$ cat config.mk
export PLATFORM = sky130hd
export DESIGN_NAME = mmu_top
export DESIGN_NICKNAME = d
export VERILOG_FILES = /design/src/mmu_pkg.sv /design/src/mmu_if.sv /design/src/mmu_axil_ctrl.sv /design/src/tlb.sv /design/src/addr_trans.sv /design/src/mmu_top.sv
export SDC_FILE = /design/constraint.sdc
export NUM_CORES = 1
export LEC_CHECK = 0
export BUFFER_PORTS_ARGS = -buffer_cell sky130_fd_sc_hd__buf_4
export CAP_MARGIN = 20
export CORE_ASPECT_RATIO = 2
export CORE_MARGIN = 2
export CORE_UTILIZATION = 45
export DETAILED_ROUTE_END_ITERATION = 8
export RECOVER_POWER = 100
export SLEW_MARGIN = 20
export SYNTH_ARGS = -nofsm -noshare
export SYNTH_HDL_FRONTEND = slang
export SYNTH_HIERARCHICAL = 1
export SYNTH_SLANG_ARGS = --single-unit
$ cat constraint.sdc
create_clock -name clk -period 8.95 [get_ports clk]
set_input_delay 1.79 -clock clk [delete_from_list [all_inputs] [get_ports clk]]
set_output_delay 1.79 -clock clk [all_outputs]
set_load 0.005 [all_outputs]
$ cat src/mmu_pkg.sv
`default_nettype none

package mmu_pkg;

    // ~~~~~~~~~~~~~~~~~~~~~~~~~~~~~~~~~~~~~~~~~~~~~~~~~~~~~~~~~~~
    // TLB geometry
    // ~~~~~~~~~~~~~~~~~~~~~~~~~~~~~~~~~~~~~~~~~~~~~~~~~~~~~~~~~~~
    localparam int TLB_ENTRIES = 8;
    localparam int TLB_IDX_W   = 3;
    localparam int VPN2_W      = 19;
    localparam int PFN_W       = 20;
    localparam int CACHE_W     = 3;
    // 4k pages, bit 12 picks the odd half of a pair
    localparam int PAGE_OFS_W  = 12;

    // segment starts
    localparam logic [31:0] KSEG0_BASE = 32'h8000_0000;
    localparam logic [31:0] KSEG1_BASE = 32'hA000_0000;
    localparam logic [31:0] KSEG2_BASE = 32'hC000_0000;

    localparam logic [CACHE_W-1:0] CACHE_CACHEABLE = 3'd3;

    // ~~~~~~~~~~~~~~~~~~~~~~~~~~~~~~~~~~~~~~~~~~~~~~~~~~~~~~~~~~~
    // register map, byte offsets
    // ~~~~~~~~~~~~~~~~~~~~~~~~~~~~~~~~~~~~~~~~~~~~~~~~~~~~~~~~~~~
    localparam int AXI_ADDR_W = 5;
    localparam logic [AXI_ADDR_W-1:0] REG_INDEX     = 5'h00;
    localparam logic [AXI_ADDR_W-1:0] REG_ENTRY_HI  = 5'h04;
    localparam logic [AXI_ADDR_W-1:0] REG_ENTRY_LO0 = 5'h08;
    localparam logic [AXI_ADDR_W-1:0] REG_ENTRY_LO1 = 5'h0C;
    localparam logic [AXI_ADDR_W-1:0] REG_CONFIG    = 5'h10;
    localparam logic [AXI_ADDR_W-1:0] REG_COMMAND   = 5'h14;

    localparam logic [1:0] RESP_OKAY   = 2'b00;
    localparam logic [1:0] RESP_SLVERR = 2'b10;

    // field positions inside the registers
    localparam int EHI_VPN2_LSB = 13;
    localparam int LO_PFN_LSB   = 6;
    localparam int LO_C_LSB     = 3;
    localparam int LO_V_BIT     = 1;
    localparam int CFG_K0_LSB   = 0;
    localparam int INDEX_P_BIT  = 31;

    // one half of an even/odd page pair
    typedef struct packed {
        logic [PFN_W-1:0]   pfn;
        logic [CACHE_W-1:0] c;
        logic               v;
    } tlb_lo_t;

    // nop covers every value that is not an opcode
    typedef enum logic [1:0] {
        CMD_NOP   = 2'd0,
        CMD_TLBWI = 2'd1,
        CMD_TLBP  = 2'd2
    } tlb_cmd_e;

    typedef enum logic [1:0] {
        SEG_MAPPED,
        SEG_KSEG0,
        SEG_KSEG1
    } seg_e;

    typedef enum logic [1:0] {
        IDLE,
        EXEC,
        RESP
    } axil_state_e;

endpackage

`default_nettype wire

$ cat src/mmu_if.sv
`timescale 1ns/1ps
`default_nettype none

// maintenance path, register block to TLB array
interface tlb_maint_if import mmu_pkg::*; ();
    logic                 we;
    logic [TLB_IDX_W-1:0] index;
    logic [VPN2_W-1:0]    vpn2;
    tlb_lo_t              lo0;
    tlb_lo_t              lo1;
    logic [VPN2_W-1:0]    probe_vpn2;
    logic                 probe_hit;
    logic [TLB_IDX_W-1:0] probe_index;

    modport ctrl  (output we, index, vpn2, lo0, lo1, probe_vpn2,
                   input  probe_hit, probe_index);
    modport array (input  we, index, vpn2, lo0, lo1, probe_vpn2,
                   output probe_hit, probe_index);
endinterface

// translation lookup, combinational on both sides
interface tlb_lookup_if import mmu_pkg::*; ();
    logic              odd_page;
    logic [VPN2_W-1:0] vpn2;
    logic              hit;
    tlb_lo_t           page;

    modport trans (output vpn2, odd_page, input  hit, page);
    modport array (input  vpn2, odd_page, output hit, page);
endinterface

`default_nettype wire

$ cat src/mmu_axil_ctrl.sv
`timescale 1ns/1ps
`default_nettype none

module mmu_axil_ctrl import mmu_pkg::*; (
    input  logic                  clk,
    input  logic                  rst_n,
    input  logic [AXI_ADDR_W-1:0] s_awaddr,
    input  logic                  s_awvalid,
    output logic                  s_awready,
    input  logic [31:0]           s_wdata,
    input  logic [3:0]            s_wstrb,
    input  logic                  s_wvalid,
    output logic                  s_wready,
    output logic [1:0]            s_bresp,
    output logic                  s_bvalid,
    input  logic                  s_bready,
    input  logic [AXI_ADDR_W-1:0] s_araddr,
    input  logic                  s_arvalid,
    output logic                  s_arready,
    output logic [31:0]           s_rdata,
    output logic [1:0]            s_rresp,
    output logic                  s_rvalid,
    input  logic                  s_rready,
    output logic [CACHE_W-1:0]    k0,
    tlb_maint_if.ctrl             maint
);
    axil_state_e          state;
    tlb_cmd_e             cmd_q;
    logic                 wr_accept;
    logic                 index_p;
    logic [TLB_IDX_W-1:0] index_idx;
    logic [VPN2_W-1:0]    entry_vpn2;
    tlb_lo_t              entry_lo0;
    tlb_lo_t              entry_lo1;
    logic [31:0]          rd_word;
    logic [1:0]           rd_resp;

    function automatic tlb_lo_t word_to_lo(input logic [31:0] w);
        tlb_lo_t lo;
        lo.pfn = w[LO_PFN_LSB +: PFN_W];
        lo.c   = w[LO_C_LSB +: CACHE_W];
        lo.v   = w[LO_V_BIT];
        return lo;
    endfunction

    function automatic logic [31:0] lo_to_word(input tlb_lo_t lo);
        logic [31:0] w;
        w = '0;
        w[LO_PFN_LSB +: PFN_W] = lo.pfn;
        w[LO_C_LSB +: CACHE_W] = lo.c;
        w[LO_V_BIT]            = lo.v;
        return w;
    endfunction

    // ~~~~~~~~~~~~~~~~~~~~~~~~~~~~~~~~~~~~~~~~~~~~~~~~~~~~~~~~~~~
    // write side
    // ~~~~~~~~~~~~~~~~~~~~~~~~~~~~~~~~~~~~~~~~~~~~~~~~~~~~~~~~~~~
    // aw and w are taken together and byte strobes are ignored
    assign wr_accept = (state == IDLE) && s_awvalid && s_wvalid;
    assign s_awready = wr_accept;
    assign s_wready  = wr_accept;
    assign s_bvalid  = (state == RESP);

    always_ff @(posedge clk or negedge rst_n) begin
        if (!rst_n) begin
            state      <= IDLE;
            cmd_q      <= CMD_NOP;
            s_bresp    <= RESP_OKAY;
            index_p    <= 1'b0;
            index_idx  <= '0;
            entry_vpn2 <= '0;
            entry_lo0  <= '0;
            entry_lo1  <= '0;
            k0         <= '0;
        end else begin
            case (state)
                IDLE: begin
                    if (wr_accept) begin
                        s_bresp <= RESP_OKAY;
                        state   <= RESP;
                        case (s_awaddr)
                            // P is status only
                            REG_INDEX:     index_idx  <= s_wdata[TLB_IDX_W-1:0];
                            REG_ENTRY_HI:  entry_vpn2 <= s_wdata[EHI_VPN2_LSB +: VPN2_W];
                            REG_ENTRY_LO0: entry_lo0  <= word_to_lo(s_wdata);
                            REG_ENTRY_LO1: entry_lo1  <= word_to_lo(s_wdata);
                            REG_CONFIG:    k0         <= s_wdata[CFG_K0_LSB +: CACHE_W];
                            REG_COMMAND: begin
                                cmd_q <= (s_wdata[31:2] == '0) ? tlb_cmd_e'(s_wdata[1:0])
                                                               : CMD_NOP;
                                state <= EXEC;
                            end
                            default:       s_bresp    <= RESP_SLVERR;
                        endcase
                    end
                end
                EXEC: begin
                    // probe miss keeps the old index field
                    if (cmd_q == CMD_TLBP) begin
                        index_p <= !maint.probe_hit;
                        if (maint.probe_hit) begin
                            index_idx <= maint.probe_index;
                        end
                    end
                    state <= RESP;
                end
                RESP: begin
                    if (s_bready) begin
                        state <= IDLE;
                    end
                end
                default: state <= IDLE;
            endcase
        end
    end

    assign maint.we         = (state == EXEC) && (cmd_q == CMD_TLBWI);
    assign maint.index      = index_idx;
    assign maint.vpn2       = entry_vpn2;
    assign maint.lo0        = entry_lo0;
    assign maint.lo1        = entry_lo1;
    assign maint.probe_vpn2 = entry_vpn2;

    // ~~~~~~~~~~~~~~~~~~~~~~~~~~~~~~~~~~~~~~~~~~~~~~~~~~~~~~~~~~~
    // read side
    // ~~~~~~~~~~~~~~~~~~~~~~~~~~~~~~~~~~~~~~~~~~~~~~~~~~~~~~~~~~~
    always_comb begin
        rd_word = '0;
        rd_resp = RESP_OKAY;
        case (s_araddr)
            REG_INDEX: begin
                rd_word[INDEX_P_BIT]     = index_p;
                rd_word[TLB_IDX_W-1:0]   = index_idx;
            end
            REG_ENTRY_HI:  rd_word[EHI_VPN2_LSB +: VPN2_W] = entry_vpn2;
            REG_ENTRY_LO0: rd_word = lo_to_word(entry_lo0);
            REG_ENTRY_LO1: rd_word = lo_to_word(entry_lo1);
            REG_CONFIG:    rd_word[CFG_K0_LSB +: CACHE_W] = k0;
            REG_COMMAND:   rd_word = '0;
            default:       rd_resp = RESP_SLVERR;
        endcase
    end

    always_ff @(posedge clk or negedge rst_n) begin
        if (!rst_n) begin
            s_arready <= 1'b0;
            s_rvalid  <= 1'b0;
            s_rdata   <= '0;
            s_rresp   <= RESP_OKAY;
        end else if (s_arvalid && s_arready) begin
            s_arready <= 1'b0;
            s_rvalid  <= 1'b1;
            s_rdata   <= rd_word;
            s_rresp   <= rd_resp;
        end else if (!s_rvalid || s_rready) begin
            s_arready <= 1'b1;
            s_rvalid  <= 1'b0;
        end
    end

    // response channels hold their beat until taken
    a_bvalid_hold: assert property (@(posedge clk) disable iff (!rst_n)
        s_bvalid && !s_bready |=> s_bvalid && $stable(s_bresp));
    a_rvalid_hold: assert property (@(posedge clk) disable iff (!rst_n)
        s_rvalid && !s_rready |=> s_rvalid && $stable(s_rdata) && $stable(s_rresp));
    // the write pulse comes only from the cycle after a COMMAND accept
    a_we_after_cmd: assert property (@(posedge clk) disable iff (!rst_n)
        maint.we |-> $past(wr_accept) && $past(s_awaddr) == REG_COMMAND && !s_bvalid);

endmodule

`default_nettype wire

$ cat src/tlb.sv
`timescale 1ns/1ps
`default_nettype none

module tlb import mmu_pkg::*; (
    input  logic       clk,
    input  logic       rst_n,
    tlb_maint_if.array maint,
    tlb_lookup_if.array lookup
);
    logic [VPN2_W-1:0]    vpn2_q [TLB_ENTRIES];
    tlb_lo_t              lo0_q  [TLB_ENTRIES];
    tlb_lo_t              lo1_q  [TLB_ENTRIES];
    logic [TLB_IDX_W:0]   look_res;
    logic [TLB_IDX_W:0]   probe_res;
    logic [TLB_IDX_W-1:0] look_sel;

    // ~~~~~~~~~~~~~~~~~~~~~~~~~~~~~~~~~~~~~~~~~~~~~~~~~~~~~~~~~~~
    // entry storage
    // ~~~~~~~~~~~~~~~~~~~~~~~~~~~~~~~~~~~~~~~~~~~~~~~~~~~~~~~~~~~
    always_ff @(posedge clk or negedge rst_n) begin
        if (!rst_n) begin
            for (int i = 0; i < TLB_ENTRIES; i++) begin
                vpn2_q[i] <= '0;
                lo0_q[i]  <= '0;
                lo1_q[i]  <= '0;
            end
        end else if (maint.we) begin
            vpn2_q[maint.index] <= maint.vpn2;
            lo0_q[maint.index]  <= maint.lo0;
            lo1_q[maint.index]  <= maint.lo1;
        end
    end

    // ~~~~~~~~~~~~~~~~~~~~~~~~~~~~~~~~~~~~~~~~~~~~~~~~~~~~~~~~~~~
    // associative match
    // ~~~~~~~~~~~~~~~~~~~~~~~~~~~~~~~~~~~~~~~~~~~~~~~~~~~~~~~~~~~
    // returns {hit, index} and scans down so the lowest index wins
    function automatic logic [TLB_IDX_W:0] find_lowest(input logic [VPN2_W-1:0] key);
        logic [TLB_IDX_W:0] res;
        res = '0;
        for (int i = TLB_ENTRIES - 1; i >= 0; i--) begin
            if (vpn2_q[i] == key) begin
                res = {1'b1, TLB_IDX_W'(i)};
            end
        end
        return res;
    endfunction

    // translation and probe get their own comparators
    always_comb begin
        look_res  = find_lowest(lookup.vpn2);
        probe_res = find_lowest(maint.probe_vpn2);
    end

    assign look_sel    = look_res[TLB_IDX_W-1:0];
    assign lookup.hit  = look_res[TLB_IDX_W];
    // v travels with the page and the caller decides what v = 0 means
    assign lookup.page = lookup.odd_page ? lo1_q[look_sel] : lo0_q[look_sel];

    assign maint.probe_hit   = probe_res[TLB_IDX_W];
    assign maint.probe_index = probe_res[TLB_IDX_W-1:0];

    a_hit_matches: assert property (@(posedge clk) disable iff (!rst_n)
        lookup.hit |-> vpn2_q[look_sel] == lookup.vpn2);

endmodule

`default_nettype wire

$ cat src/addr_trans.sv
`timescale 1ns/1ps
`default_nettype none

module addr_trans import mmu_pkg::*; (
    input  logic               clk,
    input  logic               rst_n,
    input  logic               trans_valid,
    input  logic [31:0]        virt_addr,
    input  logic [CACHE_W-1:0] k0,
    tlb_lookup_if.trans        lookup,
    output logic               out_valid,
    output logic [31:0]        phy_addr,
    output logic               cached,
    output logic               tlb_mapped,
    output logic               tlb_miss
);
    seg_e        seg;
    logic        page_ok;
    logic [31:0] phy_d;
    logic        cached_d;

    // kuseg, kseg2 and kseg3 all go through the TLB
    always_comb begin
        if (virt_addr >= KSEG0_BASE && virt_addr < KSEG1_BASE) begin
            seg = SEG_KSEG0;
        end else if (virt_addr >= KSEG1_BASE && virt_addr < KSEG2_BASE) begin
            seg = SEG_KSEG1;
        end else begin
            seg = SEG_MAPPED;
        end
    end

    assign lookup.vpn2     = virt_addr[31 -: VPN2_W];
    assign lookup.odd_page = virt_addr[PAGE_OFS_W];
    assign page_ok         = lookup.hit && lookup.page.v;

    always_comb begin
        case (seg)
            SEG_KSEG0: begin
                phy_d    = virt_addr - KSEG0_BASE;
                cached_d = (k0 == CACHE_CACHEABLE);
            end
            SEG_KSEG1: begin
                phy_d    = virt_addr - KSEG1_BASE;
                cached_d = 1'b0;
            end
            default: begin
                // miss gives zero address and uncached
                phy_d    = page_ok ? {lookup.page.pfn, virt_addr[PAGE_OFS_W-1:0]} : '0;
                cached_d = page_ok && (lookup.page.c == CACHE_CACHEABLE);
            end
        endcase
    end

    always_ff @(posedge clk or negedge rst_n) begin
        if (!rst_n) begin
            out_valid <= 1'b0;
        end else begin
            out_valid <= trans_valid;
        end
    end

    always_ff @(posedge clk) begin
        if (trans_valid) begin
            phy_addr   <= phy_d;
            cached     <= cached_d;
            tlb_mapped <= (seg == SEG_MAPPED);
            tlb_miss   <= (seg == SEG_MAPPED) && !page_ok;
        end
    end

    // a miss only ever comes from an address outside kseg0 and kseg1
    a_miss_mapped: assert property (@(posedge clk) disable iff (!rst_n)
        out_valid && tlb_miss |-> tlb_mapped && $past(virt_addr[31:30]) != 2'b10
                                  && phy_addr == '0 && !cached);

endmodule

`default_nettype wire

$ cat src/mmu_top.sv
`timescale 1ns/1ps
`default_nettype none

module mmu_top import mmu_pkg::*; (
    input  logic                  clk,
    input  logic                  rst_n,
    // AXI4-Lite register port
    input  logic [AXI_ADDR_W-1:0] s_awaddr,
    input  logic                  s_awvalid,
    output logic                  s_awready,
    input  logic [31:0]           s_wdata,
    input  logic [3:0]            s_wstrb,
    input  logic                  s_wvalid,
    output logic                  s_wready,
    output logic [1:0]            s_bresp,
    output logic                  s_bvalid,
    input  logic                  s_bready,
    input  logic [AXI_ADDR_W-1:0] s_araddr,
    input  logic                  s_arvalid,
    output logic                  s_arready,
    output logic [31:0]           s_rdata,
    output logic [1:0]            s_rresp,
    output logic                  s_rvalid,
    input  logic                  s_rready,
    // translation port
    input  logic                  trans_valid,
    input  logic [31:0]           virt_addr,
    output logic                  out_valid,
    output logic [31:0]           phy_addr,
    output logic                  cached,
    output logic                  tlb_mapped,
    output logic                  tlb_miss
);
    logic [CACHE_W-1:0] k0;

    tlb_maint_if  maint_if ();
    tlb_lookup_if lookup_if ();

    mmu_axil_ctrl i_ctrl (
        .clk       (clk),
        .rst_n     (rst_n),
        .s_awaddr  (s_awaddr),
        .s_awvalid (s_awvalid),
        .s_awready (s_awready),
        .s_wdata   (s_wdata),
        .s_wstrb   (s_wstrb),
        .s_wvalid  (s_wvalid),
        .s_wready  (s_wready),
        .s_bresp   (s_bresp),
        .s_bvalid  (s_bvalid),
        .s_bready  (s_bready),
        .s_araddr  (s_araddr),
        .s_arvalid (s_arvalid),
        .s_arready (s_arready),
        .s_rdata   (s_rdata),
        .s_rresp   (s_rresp),
        .s_rvalid  (s_rvalid),
        .s_rready  (s_rready),
        .k0        (k0),
        .maint     (maint_if.ctrl)
    );

    tlb i_tlb (
        .clk    (clk),
        .rst_n  (rst_n),
        .maint  (maint_if.array),
        .lookup (lookup_if.array)
    );

    addr_trans i_trans (
        .clk         (clk),
        .rst_n       (rst_n),
        .trans_valid (trans_valid),
        .virt_addr   (virt_addr),
        .k0          (k0),
        .lookup      (lookup_if.trans),
        .out_valid   (out_valid),
        .phy_addr    (phy_addr),
        .cached      (cached),
        .tlb_mapped  (tlb_mapped),
        .tlb_miss    (tlb_miss)
    );

endmodule

`default_nettype wire

==> out/metrics.cfg <==
[drt]
drc_errors = 0
met3WireLength_um = 5250
vias = 22849
vias_per_cell = 6.00
wirelength_um = 105000
drtIter0Drc = 1729
routedWlPerCell_um = 27.7
drtPass1Iterations = 5
ant_nets = 0
maxUsedRoutingLayer = met4
wl_met2_um = 54500
m1WireLength_um = 38700

[yosys]
yosys_warnings = 6
synth_seq_area_share_pct = 50.8
synth_top_cell_area_share_pct = 47.7
synth.distinct_cells = 78
synthTopCellsByArea = dfrtp_1 48%, mux2_2 20%, xnor2_1 3.9%
ys_seq_elements = 686
ys_async_sr_fraction_pct = 94.9
synth_xor_xnor_area_share_pct = 7.80
synth-edff-count = 35
synth_mux_area_share_pct = 24.2
synthSimpleGateAreaFrac_pct = 6.46
syn_area_per_cell_sq_um = 12.6
synth-compound-area-share_pct = 6.90
synth_top_family_by_area = multiplexers
synth_flop_cell = dfrtp_1
synth_commonest_cells = 651 x dfrtp_1, 617 x mux2_2, 152 x xnor2_1, 152 x xor2_1, 130 x clkbuf_1
synth.most_common_cell = dfrtp_1
netlist_area_sq_um = 34100
yosys.area_share.adder_pct = 0.0366
post-synth-top-area-cell = dfrtp_1
syn_inst = 2712

[power]
p_leak_nw = 17.4
peakVddDrop_mv = 0.141
p_per_area_nw_per_um2 = 177

[cells_and_area]
diodes = 0
num-nets-final = 2836
syn_to_final_growth_pct = 10.3
drive_above_1_share_pct = 33.2

[placement]
dp_slack_ns = 2.39
place_congestion = 0.869
dp_hpwl_um = 67000
portBuffers = 156

[hold_path]
whs_endpoint = i_ctrl/s_rdata[8]
worstHoldStart = i_ctrl/s_rdata[8]
whs_path_depth = 2
worstHoldPathType = reg2reg

[clocking]
clk_pin_slew_worst_paths_ns = 0.06
ctsResizeCount = 0
tritoncts = done
post_cts_buffers = 0
ctsHtreeMaxLevel = 2
ctsLongestPathBuffers = 3
cts_root_buffer = clkbuf_16
clock_sinks = 686
clk_latency_ns = 0.63
numCtsBuffers = 61
postCtsHoldBufs = 0

[setup_path]
path_cells = buf_4 -> xnor2_1 -> nand4_1 -> nor4_2 -> nand4_1 -> a311oi_1 -> nor2_4 -> mux2_1 -> a2111oi_0 -> nand3_1 -> nand2_1 -> nand2_1 -> and2_0
r2r-end = i_trans/phy_addr[6]
crit_fanout = 14
worstPathArrival_ns = 7.71
start_kind = input pin
crit_type = in2reg
crit_slowest_cell = a311oi_1
r2r_cells = 12
slowest_delay_ns = 2.09
end_kind = flip-flop
worstPathRequired_ns = 9.32
rrSetupSlack_ns = 2.66
regToRegStartpoint = i_tlb/vpn2_q[46]

[timing]
hold_viol = 0
slew_headroom_pct = -224
finalSetupViolCount = 0
clock_skew_ns = 0.0193
timing.setup.tns_ns = 0
max_slew.worst_pin.slew_ns = 4.86
rsz0062_at_grt = false
post-route-period-util_pct = 82.0
setup_ws_ns = 1.61
report.final.slew_viol_count = 687
min_period_ns = 7.34
max_freq_ghz = 0.136

[grt]
grt_pass1_wl_um = 156000
grt_pass1_vias = 24121
grt_usage_pct = 27.0
grt_max_degree = 181
grt_overflow = 0
antenna_found_initial = 0

[floorplan]
die_y_um = 394
row_count = 142
initial_utilization_pct = 45.5
coreArea_sq_um = 75000
die_x_um = 199
ioPinCount = 163
die_area_sq_um = 78200

[status]
violations = capacitance limit, slew limit
status = finished with violations

[job]
cap_violations = 17

[report_power, final]
| part | total [mW] | internal [mW] | switching [mW] |
|---|---|---|---|
| Sequential | 3.32 | 3.19 | 0.126 |
| Clock | 2.71 | 1.49 | 1.22 |
| Combinational | 0.626 | 0.229 | 0.397 |
| Total | 6.65 | 4.91 | 1.74 |
[area by class of cell]
class	count	area [sq um]
Clock buffer	84	1720
Clock inverter	28	297
Fill cell	6698	37300
Inverter	12	45.0
Multi-Input combinational cell	1773	15500
Sequential cell	686	17300
Tap cell	1008	1260
Timing Repair Buffer	215	1500
[sequential cells by signal, summed over array words and instances, names as in the netlist, 2 cells and up]
signal                   flops
i_ctrl/maint.probe_vpn2     19
i_tlb/lo0_q                192
i_trans/phy_addr            32
i_ctrl/s_rdata              32
i_ctrl/cmd_q                 2
i_ctrl/maint.lo0            24
i_ctrl/maint.lo1            24
i_ctrl/k0                    3
i_ctrl/state                 2
i_ctrl/maint.index           3
i_tlb/vpn2_q               152
i_tlb/lo1_q                192
[layout by cell type (no fill, tap or decap), drive strengths merged, types with 25 or more instances in the layout]
| master | instances |
|---|---|
| a211oi | 73 |
| buf | 115 |
| a2111oi | 25 |
| mux2 | 649 |
| o21ai | 81 |
| mux2i | 85 |
| nor2 | 77 |
| nor4 | 56 |
| clkbuf | 184 |
| xor2 | 152 |
| nand4 | 52 |
| xnor2 | 152 |
| edfxtp | 35 |
| nand2 | 46 |
| nand3 | 115 |
| dfrtp | 651 |
[routing by layer]
layer  track usage (%)  up-vias
li1                  -     9845
met1              30.9    11990
met2              48.2      727
met3              3.37      287
met4              15.0        0
met5                 0        -
[kinds of logic after synthesis]
family                     Yosys count
muxes                              734
DFF                                686
and+or+nand+nor                    408
AOI/OAI and AO/OA                  324
xor gates and xnor gates           304
buffers and inverters              254
adders and majority gates            1
other                                1
[worst max-delay path, delay by kind of cell]
| kind | cells | cell delay [ns] |
|---|---|---|
| AOI/OAI and AO/OA | 2 | 2.79 |
| muxes | 1 | 0.42 |
| xor gates and xnor gates | 1 | 0.17 |
| buffers and inverters | 1 | 0.29 |
| and+or+nand+nor | 8 | 2.18 |
[how the worst max path moves through the flow]
stage	start	endpoint	slack, ns	cells past startpoint
floorplan	virt_addr[19]	i_trans/phy_addr[31]	3.89	16
global placement	virt_addr[23]	i_trans/phy_addr[24]	2.35	12
detailed placement	virt_addr[22]	i_trans/phy_addr[24]	2.39	12
CTS	virt_addr[22]	i_trans/phy_addr[24]	3.03	12
global route	virt_addr[22]	i_trans/phy_addr[8]	1.49	13
finish	virt_addr[22]	i_trans/phy_addr[6]	1.61	13
[stage by stage]
| step | cell area (sq um) | utilization (%) | cells | hold slack [ns] | power (mW) |
|---|---|---|---|---|---|
| finish | 37700 | 50.2 | 3806 | 0.483 | 6.65 |
| global route | 37700 | 50.2 | 3806 | 0.507 | 6.88 |
| CTS | 37900 | 50.6 | 3805 | 0.489 | 6.73 |
| detailed placement | 35900 | 47.9 | 3693 | 0.475 | 4.02 |
| global placement | 35900 | 47.9 | 3693 | 0.465 | 4.00 |
| floorplan | 34100 | - | 2713 | 0.469 | 3.66 |
(Power assumes the default switching activity.)
